### src/common/fdc_pkg.sv
// ====================
// shared constants and types of the two-drive fdc core
// drive facts (ready, tracks, sides, write protect) come from outside
// ====================
`default_nettype none

package fdc_pkg;

	localparam int NUM_DRIVES = 2;
	localparam int DRV_W = $clog2(NUM_DRIVES);   // drive index width
	localparam int CYL_W = 8;
	localparam int SRT_W = 4;
	localparam int CYCLES_PER_MS_DEF = 4000;    // clock cycles in one millisecond

	// ====================
	// main status register bits
	localparam int MSR_D0B = 0;
	localparam int MSR_D1B = 1;
	localparam int MSR_CB = 4;
	localparam int MSR_DIO = 6;
	localparam int MSR_RQM = 7;

	// command codes, low five bits, upper three must be zero
	localparam logic [4:0] CMD_SPECIFY = 5'd3;
	localparam logic [4:0] CMD_SENSE_DRIVE = 5'd4;
	localparam logic [4:0] CMD_RECALIBRATE = 5'd7;
	localparam logic [4:0] CMD_SENSE_INT = 5'd8;
	localparam logic [4:0] CMD_SEEK = 5'd15;

	// result bytes
	localparam logic [7:0] ST0_INVALID = 8'h80;   // also sense int with nothing pending
	localparam logic [7:0] ST0_SEEK_END = 8'h20;
	localparam logic [7:0] ST0_SEEK_ERR = 8'he8;  // abnormal end + seek end + not ready
	localparam logic [7:0] DATA_IDLE = 8'hff;     // data port read outside a result phase

	// ====================
	typedef struct packed {
		logic ready;
		logic write_protect;
		logic two_sided;
		logic [CYL_W-1:0] tracks;
	} drive_info_t;

	typedef struct packed {
		logic start;    // one cycle
		logic error;    // reject, interrupt without stepping
		logic [CYL_W-1:0] target;
	} seek_cmd_t;

	typedef struct packed {
		logic [CYL_W-1:0] pcn;
		logic seeking;
		logic int_pending;
		logic seek_ok;
	} seek_stat_t;

	// one-cycle pulses from the host port
	typedef struct packed {
		logic wr_data;
		logic rd_data;
		logic rd_status;
	} bus_evt_t;

endpackage

`default_nettype wire

### src/hw/host_port.sv
// ====================
// processor bus side, events appear one cycle after a strobe edge is sampled
// o_dout is loaded two cycles after nRD falls and holds until the next read
// ====================
`timescale 1ns/1ps
`default_nettype none

module host_port (
	input  wire                    clk_sys,
	input  wire                    reset,
	input  wire                    i_n_rd,
	input  wire                    i_n_wr,
	input  wire                    i_a0,
	input  wire [7:0]              i_din,
	input  wire [7:0]              i_msr,
	input  wire [7:0]              i_data_byte,
	output fdc_pkg::bus_evt_t      o_evt,
	output logic [7:0]             o_wdata,
	output logic [7:0]             o_dout
);
	logic rd_q, rd_qq;   // sampled read condition, one cycle apart
	logic wr_q, wr_qq;
	logic a0_q;
	logic rd_start;
	logic wr_start;

	always_ff @(posedge clk_sys) begin
		if (reset) begin
			rd_q <= 1'b0;
			rd_qq <= 1'b0;
			wr_q <= 1'b0;
			wr_qq <= 1'b0;
		end else begin
			rd_q <= ~i_n_rd & i_n_wr;
			rd_qq <= rd_q;
			wr_q <= ~i_n_wr & i_n_rd;
			wr_qq <= wr_q;
		end
	end

	always_ff @(posedge clk_sys) begin
		a0_q <= i_a0;
		if (~i_n_wr)
			o_wdata <= i_din;   // held stable by the host during the strobe
	end

	assign rd_start = rd_q & ~rd_qq;
	assign wr_start = wr_q & ~wr_qq;

	assign o_evt.wr_data = wr_start & a0_q;   // writes to A0=0 are dropped
	assign o_evt.rd_data = rd_start & a0_q;
	assign o_evt.rd_status = rd_start & ~a0_q;

	always_ff @(posedge clk_sys) begin
		if (reset)
			o_dout <= '0;
		else if (o_evt.rd_status)
			o_dout <= i_msr;
		else if (o_evt.rd_data)
			o_dout <= i_data_byte;
	end

	// a strobe must be released before the opposite one starts
	assert property (@(posedge clk_sys) disable iff (reset) rd_q |=> !wr_q);
	assert property (@(posedge clk_sys) disable iff (reset) wr_q |=> !rd_q);

endmodule

`default_nettype wire

### src/hw/command_sequencer.sv
// ====================
// command phase FSM for specify, seek, recalibrate and the two sense commands
// no execution phase, so RQM stays set and results follow the last byte
// ====================
`timescale 1ns/1ps
`default_nettype none

module command_sequencer (
	input  wire                           clk_sys,
	input  wire                           reset,
	input  wire fdc_pkg::bus_evt_t        i_evt,
	input  wire [7:0]                     i_wdata,
	input  wire fdc_pkg::drive_info_t     i_drive [fdc_pkg::NUM_DRIVES],
	input  wire fdc_pkg::seek_stat_t      i_seek_stat [fdc_pkg::NUM_DRIVES],
	output fdc_pkg::seek_cmd_t            o_seek_cmd [fdc_pkg::NUM_DRIVES],
	output logic [fdc_pkg::NUM_DRIVES-1:0] o_int_clear,
	output logic [fdc_pkg::SRT_W-1:0]     o_srt,
	output logic                          o_srt_load,
	output logic [7:0]                    o_msr,
	output logic [7:0]                    o_data_byte
);
	import fdc_pkg::*;

	typedef enum logic [2:0] {
		ST_IDLE,
		ST_SPEC_SRT,
		ST_SPEC_HLT,
		ST_SEEK_DRV,
		ST_SEEK_CYL,
		ST_RECAL_DRV,
		ST_SENSE_DRV,
		ST_RESULT
	} state_t;

	state_t state;
	logic [DRV_W-1:0] cur_drv;    // drive of the seek being collected
	logic [DRV_W-1:0] wr_drv;
	logic [7:0] res_byte [2];
	logic res_idx;
	logic res_last;               // index of the final result byte
	logic int_found;
	logic [DRV_W-1:0] int_drv;
	logic [7:0] sense_st0;
	logic seek_bad;
	drive_info_t info;
	logic [7:0] st3;
	logic [2*NUM_DRIVES-1:0] cmd_pulses;

	assign wr_drv = i_wdata[DRV_W-1:0];

	// ====================
	// sense interrupt, lowest drive number served first
	always_comb begin
		int_found = 1'b0;
		int_drv = '0;
		for (int d = NUM_DRIVES - 1; d >= 0; d--) begin
			if (i_seek_stat[d].int_pending) begin
				int_found = 1'b1;
				int_drv = DRV_W'(d);
			end
		end
		sense_st0 = i_seek_stat[int_drv].seek_ok ? ST0_SEEK_END : ST0_SEEK_ERR;
		sense_st0 = sense_st0 | 8'(int_drv);
	end

	// ST3 of the drive named by the parameter byte
	always_comb begin
		info = i_drive[wr_drv];
		st3 = 8'h00;
		st3[6] = info.ready & info.write_protect;
		st3[5] = info.ready;
		st3[4] = info.ready & (i_seek_stat[wr_drv].pcn == '0);   // track 0
		st3[3] = info.ready & info.two_sided;
		st3[DRV_W-1:0] = wr_drv;
	end

	// cylinder 0 is always reachable
	assign seek_bad = (i_wdata != '0) &&
		(!i_drive[cur_drv].ready || i_wdata >= i_drive[cur_drv].tracks);

	// ====================
	always_ff @(posedge clk_sys) begin
		if (reset) begin
			state <= ST_IDLE;
			res_idx <= 1'b0;
			o_int_clear <= '0;
			o_srt <= '0;
			o_srt_load <= 1'b0;
			for (int d = 0; d < NUM_DRIVES; d++) begin
				o_seek_cmd[d].start <= 1'b0;
				o_seek_cmd[d].error <= 1'b0;
			end
		end else begin
			o_int_clear <= '0;
			o_srt_load <= 1'b0;
			for (int d = 0; d < NUM_DRIVES; d++) begin
				o_seek_cmd[d].start <= 1'b0;
				o_seek_cmd[d].error <= 1'b0;
			end
			case (state)
				ST_IDLE: if (i_evt.wr_data) begin
					// invalid unless matched below
					res_idx <= 1'b0;
					res_last <= 1'b0;
					res_byte[0] <= ST0_INVALID;
					o_int_clear <= '1;
					state <= ST_RESULT;
					if (i_wdata[7:5] == 3'b000) begin
						case (i_wdata[4:0])
							CMD_SPECIFY: state <= ST_SPEC_SRT;
							CMD_SENSE_DRIVE: state <= ST_SENSE_DRV;
							CMD_RECALIBRATE: begin
								o_int_clear <= '0;
								state <= ST_RECAL_DRV;
							end
							CMD_SEEK: begin
								o_int_clear <= '0;
								state <= ST_SEEK_DRV;
							end
							CMD_SENSE_INT: begin
								o_int_clear <= '0;
								if (int_found) begin
									res_byte[0] <= sense_st0;
									res_byte[1] <= i_seek_stat[int_drv].pcn;
									res_last <= 1'b1;
									o_int_clear[int_drv] <= 1'b1;
								end
							end
							default: ;
						endcase
					end
				end
				ST_SPEC_SRT: if (i_evt.wr_data) begin
					o_srt <= i_wdata[7 -: SRT_W];
					o_srt_load <= 1'b1;
					state <= ST_SPEC_HLT;
				end
				ST_SPEC_HLT: if (i_evt.wr_data) begin
					state <= ST_IDLE;   // head load and dma mode not used
				end
				ST_SEEK_DRV: if (i_evt.wr_data) begin
					cur_drv <= wr_drv;
					state <= ST_SEEK_CYL;
				end
				ST_SEEK_CYL: if (i_evt.wr_data) begin
					o_seek_cmd[cur_drv].target <= i_wdata;
					if (seek_bad)
						o_seek_cmd[cur_drv].error <= 1'b1;
					else
						o_seek_cmd[cur_drv].start <= 1'b1;
					state <= ST_IDLE;
				end
				ST_RECAL_DRV: if (i_evt.wr_data) begin
					o_seek_cmd[wr_drv].target <= '0;
					o_seek_cmd[wr_drv].start <= 1'b1;
					state <= ST_IDLE;
				end
				ST_SENSE_DRV: if (i_evt.wr_data) begin
					res_byte[0] <= st3;
					state <= ST_RESULT;
				end
				ST_RESULT: if (i_evt.rd_data) begin
					if (res_idx == res_last)
						state <= ST_IDLE;
					else
						res_idx <= 1'b1;
				end
				default: state <= ST_IDLE;
			endcase
		end
	end

	// ====================
	always_comb begin
		o_msr = 8'h00;
		o_msr[MSR_RQM] = 1'b1;
		o_msr[MSR_DIO] = (state == ST_RESULT);
		o_msr[MSR_CB] = (state != ST_IDLE);
		o_msr[MSR_D0B] = i_seek_stat[0].seeking;
		o_msr[MSR_D1B] = i_seek_stat[1].seeking;
	end

	assign o_data_byte = (state == ST_RESULT) ? res_byte[res_idx] : DATA_IDLE;

	always_comb begin
		for (int d = 0; d < NUM_DRIVES; d++) begin
			cmd_pulses[2*d] = o_seek_cmd[d].start;
			cmd_pulses[2*d+1] = o_seek_cmd[d].error;
		end
	end

	// one seek request per cycle over all drives, never start with error
	assert property (@(posedge clk_sys) disable iff (reset) $onehot0(cmd_pulses));

endmodule

`default_nettype wire

### src/hw/step_timer.sv
// ====================
// one head-step tick every (16 - SRT) ms, SRT 0 gives 16 ms
// a load restarts the millisecond phase
// ====================
`timescale 1ns/1ps
`default_nettype none

module step_timer #(
	parameter int CYCLES_PER_MS = fdc_pkg::CYCLES_PER_MS_DEF
) (
	input  wire                        clk_sys,
	input  wire                        reset,
	input  wire [fdc_pkg::SRT_W-1:0]   i_srt,
	input  wire                        i_srt_load,
	output logic                       o_step_tick
);
	import fdc_pkg::*;

	localparam int PRE_W = $clog2(CYCLES_PER_MS + 1);
	localparam logic [PRE_W-1:0] PRE_LOAD = PRE_W'(CYCLES_PER_MS - 1);

	logic [PRE_W-1:0] pre_cnt;   // millisecond prescaler
	logic [SRT_W-1:0] srt_cnt;   // counts up to wrap, then reloads
	logic ms_tick;

	assign ms_tick = (pre_cnt == '0);

	always_ff @(posedge clk_sys) begin
		o_step_tick <= 1'b0;
		if (reset) begin
			pre_cnt <= PRE_LOAD;
			srt_cnt <= '0;
		end else if (i_srt_load) begin
			pre_cnt <= PRE_LOAD;
			srt_cnt <= i_srt;
		end else if (ms_tick) begin
			pre_cnt <= PRE_LOAD;
			if (&srt_cnt) begin
				srt_cnt <= i_srt;
				o_step_tick <= 1'b1;
			end else
				srt_cnt <= srt_cnt + 1'b1;
		end else
			pre_cnt <= pre_cnt - 1'b1;
	end

endmodule

`default_nettype wire

### src/hw/seek_engine.sv
// ====================
// present cylinder of one drive, one step per tick toward the target
// a new start drops any pending interrupt of this drive
// ====================
`timescale 1ns/1ps
`default_nettype none

module seek_engine (
	input  wire                      clk_sys,
	input  wire                      reset,
	input  wire fdc_pkg::seek_cmd_t  i_cmd,
	input  wire                      i_step_tick,
	input  wire                      i_ready,
	input  wire                      i_int_clear,
	output fdc_pkg::seek_stat_t      o_stat
);
	import fdc_pkg::*;

	logic [CYL_W-1:0] target;
	logic [CYL_W-1:0] pcn;
	logic seeking;
	logic int_pending;
	logic seek_ok;

	always_ff @(posedge clk_sys) begin
		if (i_cmd.start)
			target <= i_cmd.target;
	end

	always_ff @(posedge clk_sys) begin
		if (reset) begin
			pcn <= '0;
			seeking <= 1'b0;
			int_pending <= 1'b0;
			seek_ok <= 1'b0;
		end else if (i_cmd.start) begin
			seeking <= 1'b1;
			int_pending <= 1'b0;
			seek_ok <= 1'b0;
		end else if (i_cmd.error) begin
			seeking <= 1'b0;     // rejected, head stays put
			int_pending <= 1'b1;
			seek_ok <= 1'b0;
		end else begin
			if (i_int_clear)
				int_pending <= 1'b0;
			if (seeking) begin
				if (pcn == target) begin
					seeking <= 1'b0;
					int_pending <= 1'b1;   // arrival wins over a clear
					seek_ok <= i_ready;
				end else if (i_step_tick) begin
					if (pcn < target)
						pcn <= pcn + 1'b1;
					else
						pcn <= pcn - 1'b1;
				end
			end
		end
	end

	assign o_stat.pcn = pcn;
	assign o_stat.seeking = seeking;
	assign o_stat.int_pending = int_pending;
	assign o_stat.seek_ok = seek_ok;

	// head moves at most one cylinder per clock
	assert property (@(posedge clk_sys) disable iff (reset)
		pcn != $past(pcn) |-> pcn == $past(pcn) + 1'b1 || pcn == $past(pcn) - 1'b1);

endmodule

`default_nettype wire

### src/hw/fdc_top.sv
// ====================
// two-drive fdc core, host side only, runs on every clk_sys cycle
// host must hold nRD/nWR at least 3 cycles with A0 and data stable
// ====================
`timescale 1ns/1ps
`default_nettype none

module fdc_top #(
	parameter int CYCLES_PER_MS = fdc_pkg::CYCLES_PER_MS_DEF
) (
	input  wire                       clk_sys,
	input  wire                       reset,
	input  wire                       i_n_rd,
	input  wire                       i_n_wr,
	input  wire                       i_a0,
	input  wire [7:0]                 i_din,
	input  wire fdc_pkg::drive_info_t i_drive [fdc_pkg::NUM_DRIVES],
	output logic [7:0]                o_dout
);
	import fdc_pkg::*;

	bus_evt_t evt;
	logic [7:0] wdata;
	logic [7:0] msr;
	logic [7:0] data_byte;
	seek_cmd_t seek_cmd [NUM_DRIVES];
	seek_stat_t seek_stat [NUM_DRIVES];
	logic [NUM_DRIVES-1:0] int_clear;
	logic [SRT_W-1:0] srt;
	logic srt_load;
	logic step_tick;    // shared by both drives

	host_port u_host_port (
		.clk_sys(clk_sys), .reset(reset),
		.i_n_rd(i_n_rd), .i_n_wr(i_n_wr), .i_a0(i_a0),
		.i_din(i_din), .i_msr(msr), .i_data_byte(data_byte),
		.o_evt(evt), .o_wdata(wdata), .o_dout(o_dout)
	);

	command_sequencer u_command_sequencer (
		.clk_sys(clk_sys), .reset(reset),
		.i_evt(evt), .i_wdata(wdata), .i_drive(i_drive),
		.i_seek_stat(seek_stat), .o_seek_cmd(seek_cmd), .o_int_clear(int_clear),
		.o_srt(srt), .o_srt_load(srt_load), .o_msr(msr), .o_data_byte(data_byte)
	);

	step_timer #(.CYCLES_PER_MS(CYCLES_PER_MS)) u_step_timer (
		.clk_sys(clk_sys), .reset(reset),
		.i_srt(srt), .i_srt_load(srt_load), .o_step_tick(step_tick)
	);

	for (genvar d = 0; d < NUM_DRIVES; d++) begin : g_drive
		seek_engine u_seek_engine (
			.clk_sys(clk_sys), .reset(reset),
			.i_cmd(seek_cmd[d]), .i_step_tick(step_tick), .i_ready(i_drive[d].ready),
			.i_int_clear(int_clear[d]), .o_stat(seek_stat[d])
		);
	end

endmodule

`default_nettype wire

### config.mk
export PLATFORM = sky130hd
export DESIGN_NAME = fdc_top
export DESIGN_NICKNAME = d
export VERILOG_FILES = /design/src/common/fdc_pkg.sv /design/src/hw/host_port.sv /design/src/hw/command_sequencer.sv /design/src/hw/step_timer.sv /design/src/hw/seek_engine.sv /design/src/hw/fdc_top.sv
export SDC_FILE = /design/constraint.sdc
export NUM_CORES = 1
export LEC_CHECK = 0
export ABC_AREA = 1
export BUFFER_PORTS_ARGS = -buffer_cell sky130_fd_sc_hd__buf_2
export CAP_MARGIN = 15
export CORE_UTILIZATION = 55
export CTS_CLUSTER_DIAMETER = 150
export CTS_CLUSTER_SIZE = 30
export DETAILED_ROUTE_END_ITERATION = 8
export PLACE_DENSITY = 0.84
export SLEW_MARGIN = 20
export SYNTH_ARGS = -nofsm -noshare
export SYNTH_HDL_FRONTEND = slang
export SYNTH_SLANG_ARGS = --single-unit
### constraint.sdc
create_clock -name clk_sys -period 3.1 [get_ports clk_sys]
set_clock_uncertainty 0.2 [all_clocks]
set_input_delay 0 -clock clk_sys [delete_from_list [all_inputs] [get_ports clk_sys]]
set_output_delay 0 -clock clk_sys [all_outputs]
set_load 0.05 [all_outputs]
### Word level (Yosys, flattened, before mapping)

Memory sizes are Yosys's and may differ from the RTL's. A register that Yosys moved wholly into a read port is not among the register bits.
Cells that the tools add are included.

| word-level totals | value |
|---|---|
| register bits | 109 |
| memory bits (writable) | 16 |
| input bits | 35 |
| output and inout port bits | 8 |
| logic and storage cells | 243 |
| memories kept | 1 |

Memories:

| memory | words | bits a word | rd ports | clocked after memory_dff | wr ports | line | source |
|---|---|---|---|---|---|---|---|
| u_command_sequencer.res_byte | 2 | 8 | 1 | 1 | 2 | command_sequencer.sv:38 | `logic [7:0] res_byte [2];` |

| cells by class | value |
|---|---|
| add/sub/neg operators | 6 |
| order comparisons | 10 |
| equality and inequality tests | 25 |
| muxes and demuxes | 97 |
| bitwise logic cells | 32 |
| reduce and logical (&&, ||, !) cells | 38 |

Operators by type and width:

| kind | number |
|---|---|
| 11-bit two-way mux | 12 |
| 20-bit bitwise mux | 5 |
| 8-bit two-way mux | 10 |
| 20-bit two-way mux | 3 |
| 10-bit demux with 1-bit select | 5 |
| 1-bit two-way mux | 40 |
| 20-bit case mux with 2 select lines | 1 |
| 3-bit two-way mux | 8 |
| 10-bit two-way mux | 2 |
| 3-bit case mux with 6 select lines | 1 |
| 3-bit OR reduction | 6 |
| 8-bit by 1-bit adder with 8-bit output, second input constant | 2 |
| 8-bit == test | 2 |
| 8-bit < comparator | 2 |
| 2-bit != test, second input constant | 8 |
| 1-bit inverter | 16 |
| 8-bit by 1-bit subtractor with 8-bit output, second input constant | 2 |
| 3-bit == test, second input constant | 4 |
| 12-bit zero test | 1 |
| 4-bit two-way mux | 3 |
| 3-bit case mux with 4 select lines | 1 |
| 4-bit AND reduction | 3 |
| 12-bit by 1-bit subtractor with 12-bit output, second input constant | 1 |
| 1-bit bitwise AND | 10 |
| 34 further kinds | 60 |

### Longest topological paths before layout

| logic depth | value |
|---|---|
| word-level depth | 11 |
| gate-level depth with buffers | 20 |
| gate-level depth less buffers | 20 |

### Cells and area by module

From an unflattened synthesis, not the netlist that was laid out.

| unflattened totals | value |
|---|---|
| cell total of the unflattened synthesis | 853 |
| area, all modules | 6982.9 um^2 |

Modules (own cells, without submodules):

| module | instances | cells each | area an instance (um^2) | seq. area each (um^2) |
|---|---|---|---|---|
| command_sequencer | 1 | 334 | 2776.4 | 1271.2 |
| seek_engine (g_drive[0].u_seek_engine) | 1 | 145 | 1236.2 | 460.4 |
| seek_engine (g_drive[1].u_seek_engine) | 1 | 143 | 1197.4 | 460.4 |
| step_timer | 1 | 135 | 932.1 | 340.3 |
| host_port | 1 | 96 | 840.8 | 500.5 |

### Least setup slack after synthesis

Ideal clock, no wire load.

| timing | value |
|---|---|
| kind | reg2reg |
| start point | reg g_drive[1].u_seek_engine.target[5] |
| end point | reg g_drive[1].u_seek_engine.pcn[6] |
| setup time | 0.115 ns |
| data arrival time | 2.168 ns |
| data required time | 2.785 ns |
| path slack | 0.616 ns |
| cell stages (with the launch flop) | 14 |
| buffers on the path | 0 |
| clock period less this slack | 2.484 ns |
| path through | edfxtp_1 -> inv_1 -> ha_1 -> a21oi_1 -> nor2_1 -> nor2_1 -> nand2_1 -> ha_1 -> a21oi_1 -> or2_2 -> nand4_1 -> nand2_1 -> o21ai_0 -> inv_1 |

| on the way | value |
|---|---|
| word-level cells in the longest chain between the ends | 3 |
| elaborated cells between the ends (all ways) | 5 |
| classes of those cells | order compare (1); eq/ne (1); mux (1); bitwise (1); reduce/logical (1) |

Ends and longest elaborated chain:

| item | line | source |
|---|---|---|
| start: declaration | seek_engine.sv:19 | `logic [CYL_W-1:0] target;` |
| start signal: assignment | seek_engine.sv:27 | `target <= i_cmd.target;` |
| branches (longest 3 deep; another with 8-bit < comparator) | -- |  |
| end signal: assignment | seek_engine.sv:54 | `pcn <= pcn + 1'b1;` |
| end signal: assignment | seek_engine.sv:56 | `pcn <= pcn - 1'b1;` |
| end: declaration | seek_engine.sv:20 | `logic [CYL_W-1:0] pcn;` |

Parallel ways; which one is timed is not known.
A chain may end at the register's enable or synchronous reset.

### Worst setup path after layout

| timing | value |
|---|---|
| start point | reg g_drive[0].u_seek_engine.pcn[0] |
| end point | reg g_drive[0].u_seek_engine.pcn[6] |

| on the way | value |
|---|---|
| word-level cells in the longest chain between the ends | 3 |
| elaborated cells between the ends (all ways) | 7 |
| classes of those cells | add/sub (2); order compare (1); eq/ne (1); mux (1); bitwise (1); reduce/logical (1) |

Ends and longest elaborated chain:

| item | line |
|---|---|
| start: declaration | seek_engine.sv:20 |
| start signal: assignment | seek_engine.sv:54 |
| start signal: assignment | seek_engine.sv:56 |
| branches (longest 3 deep; another with 8-bit by 1-bit subtractor with 8-bit output) | -- |

Parallel ways; which one is timed is not known.

==> run metrics <==
crit path max fanout=8; post-route setup slack=0.3564 ns; first-pass GRT wire length=23840 um; RSZ-0062 raised after global routing=false; power density over the cells=523.8 nW/um^2; MaxCap Viol Count=0; Fin. Hold Viols=0; Final #Nets=883; Seq cells post-synth=124; Root Buffer=clkbuf_16; WP data required=3.27 ns; WS Path Type=reg2reg; vias=5236; Tightest Pin Transition=0.6760 ns; Worst EP arrival=2.91 ns; CTS Buffer Depth=2; area taken by multi-input logic gates=2746 um^2; Worst-path clk slew=0.06 ns; Horiz. Die Dim=108.7 um; Area Growth Syn to Fin=18.28%; hpwl dp=9854 um; Starting Density=56.96%; DRT antenna net count=0; Initial DRC Count=353; Mapped Area=6256 um^2; CP startpoint kind=flip-flop; min Tclk post-route=2.744 ns; Main synth FF type=dfxtp_1; Synth warnings=0; EDFF count, synth=55; Slew headroom=54.83%; unique cell type count in the Yosys netlist=38; Final Max Slew Viols=0; Post-Place Setup Slack=0.3537 ns; worst hold slack=0.02594 ns; sequential share of the synthesized area=48.48%; setup bufs post-CTS=0; vias in the first global route=5073; fraction of registers with async set/reset=0%; row cnt=38; Placed Instances=909; Worst VDD drop=597.4 uV; fillers=851; pin count of the biggest net entering global routing=31; Core ar.=10980 um^2; final setup TNS=0 ns; Total Routing Usage GR=26.68%; antenna violations before repair=0; ANT cells=0; Num CTS Buffers=17; Synth Instances=735; outcome=finished, final reports clean; # DRC=0; fin crit share=88.50%; gr ovfl total=0; TritonCTS clock tree=yes; FF+latch area=3033 um^2; 1st-pass router iterations=5; final setup fails=0; CTS sink cnt=124; Syn Nets=810; Final Non-Filler Cells=961; die area=11800 um^2; Die Ht=108.7 um; GPL Wtd Cong=0.9235; Util after Layout=67.37%; max frequency=364.5 MHz; latest clock arrival within the worst-skew pair=0.42 ns; IO Pins=43; IO buf count=42; LEAKAGE=0.003416 uW; CP endpoint kind=flip-flop; Hold WC Path Type=in2reg; # H-tree levels=4; ratio of cells with drive above 1 in the final layout=12.18%; Via density=5.448; routed length per instance=15.03 um; Mapped Avg Cell Area=8.512 um^2; total wire length=14450 um
## routing by layer
metal / vias up / GRT usage (%) / wire [um]
met1: 2401 / 32.92 / 6238
met5: - / 0 / 0
li1: 2627 / - / -
met4: 0 / 11.00 / 293
met2: 178 / 44.85 / 7084
met3: 30 / 6.276 / 832
## worst max-delay path, stage by stage, from the launching register on
cell and delay [ns]:
dfxtp_1 0.39, inv_1 0.12, ha_1 0.19, inv_1 0.05, nand2_1 0.04, nand2_1 0.05, nand2_1 0.04, nand2_1 0.05
nand2_1 0.06, nand2_1 0.25, inv_1 0.11, fa_1 0.47, inv_1 0.10, nand4_1 0.14, a31o_2 0.28, nand3_1 0.07
nand2_1 0.05, inv_1 0.04
## Yosys cell counts (10+ instances only)
master,instances,area [um^2]
a21oi_1,51,255.2
o21ai_0,70,350.3
mux2i_1,10,100.1
nor3_1,12,60.06
edfxtp_1,55,1652
inv_1,106,397.9
nor2_1,42,157.7
nand2_1,159,596.8
dfxtp_1,69,1381
nand4_1,12,75.07
nand3_1,31,155.2
ha_1,38,475.5
## cell usage in the layout (no fill, tap or decap), types with 2 or more instances in the layout
master,instances
a21oi_1,51
xor2_1,9
dfxtp_1,69
nand4_1,12
a311oi_1,2
edfxtp_1,55
nor3_1,12
a31oi_1,9
clkinvlp_4,3
o21ai_0,70
nand3_1,31
fa_1,2
clkinv_2,3
inv_1,106
inv_2,4
bufinv_16,2
dlygate4sd3_1,20
or2_2,3
clkinv_1,2
xnor2_1,6
clkbuf_8,2
nand2_1,158
ha_1,38
clkbuf_16,17
mux2i_1,10
nor2_2,3
nand2_2,4
a21o_1,2
a211oi_1,2
nor3_2,5
nor4_1,4
buf_2,42
buf_4,6
o21a_1,3
nor2_1,42
## state kept, by name (all words and copies together), names as in the netlist, 2 cells and up, named ones only
register,flops
g_drive.u_seek_engine.target,16
u_command_sequencer.o_srt,4
g_drive.u_seek_engine.seek_ok,2
u_command_sequencer.o_seek_cmd,20
u_command_sequencer.o_int_clear,2
u_host_port.o_wdata,8
u_command_sequencer.res_byte,14
u_command_sequencer.state,3
g_drive.u_seek_engine.pcn,16
g_drive.u_seek_engine.seeking,2
u_step_timer.pre_cnt,12
u_step_timer.srt_cnt,4
g_drive.u_seek_engine.int_pending,2
u_host_port.o_dout,8
## layout make-up
cell class              count  share of cell area [%]
well taps                 140                   2.367
inverters                 110                   5.580
clock inverters            12                   1.623
clock buffers              20                   6.172
repair buffers             68                   6.155
flip-flops and latches    124                   40.99
multi-input cells         487                   37.12
## logic make-up after synthesis
logic type	count (synthesis)	synth area share, %
fa+ha+maj	40	8.240
compound gates	146	12.66
mux	10	1.600
xor+xnor	15	2.100
flops	124	48.48
simple gates	276	19.26
buf+inv	124	7.660
## power breakdown
| group | internal (uW) | switching, uW | leakage [uW] |
|---|---|---|---|
| Sequential | 1720 | 23.9 | 0.00112 |
| Clock | 1210 | 724 | 0.000277 |
| Combinational | 77.1 | 115 | 0.00202 |
| Total | 3010 | 863 | 0.00342 |
## worst paths after layout
path	slack, ns	cells after the start	end	start
worst max-delay path	0.36	17	g_drive[0].u_seek_engine.pcn[6]	g_drive[0].u_seek_engine.pcn[0]
worst min-delay path	0.03	2	u_host_port.a0_q	i_a0
worst max register to register	0.36	17	g_drive[0].u_seek_engine.pcn[6]	g_drive[0].u_seek_engine.pcn[0]
worst min register to register	0.20	1	u_step_timer.pre_cnt[0]	u_step_timer.pre_cnt[0]
## metrics by stage
step / cell area (um^2) / total power, uW
CTS: 7397 / 3885
floorplan: 6256 / 1879
finish: 7400 / 3876
global route: 7400 / 3982
detailed placement: 6620 / 1945
global placement: 6620 / 1939
## timing repair
item	4_1_cts	5_1_grt
endpoints found under the hold margin	45	0
hold buffers	20	0
gates resized for setup	0	1
setup endpoints to repair	0	2
No activity file was read; power rests on OpenSTA's default activity.
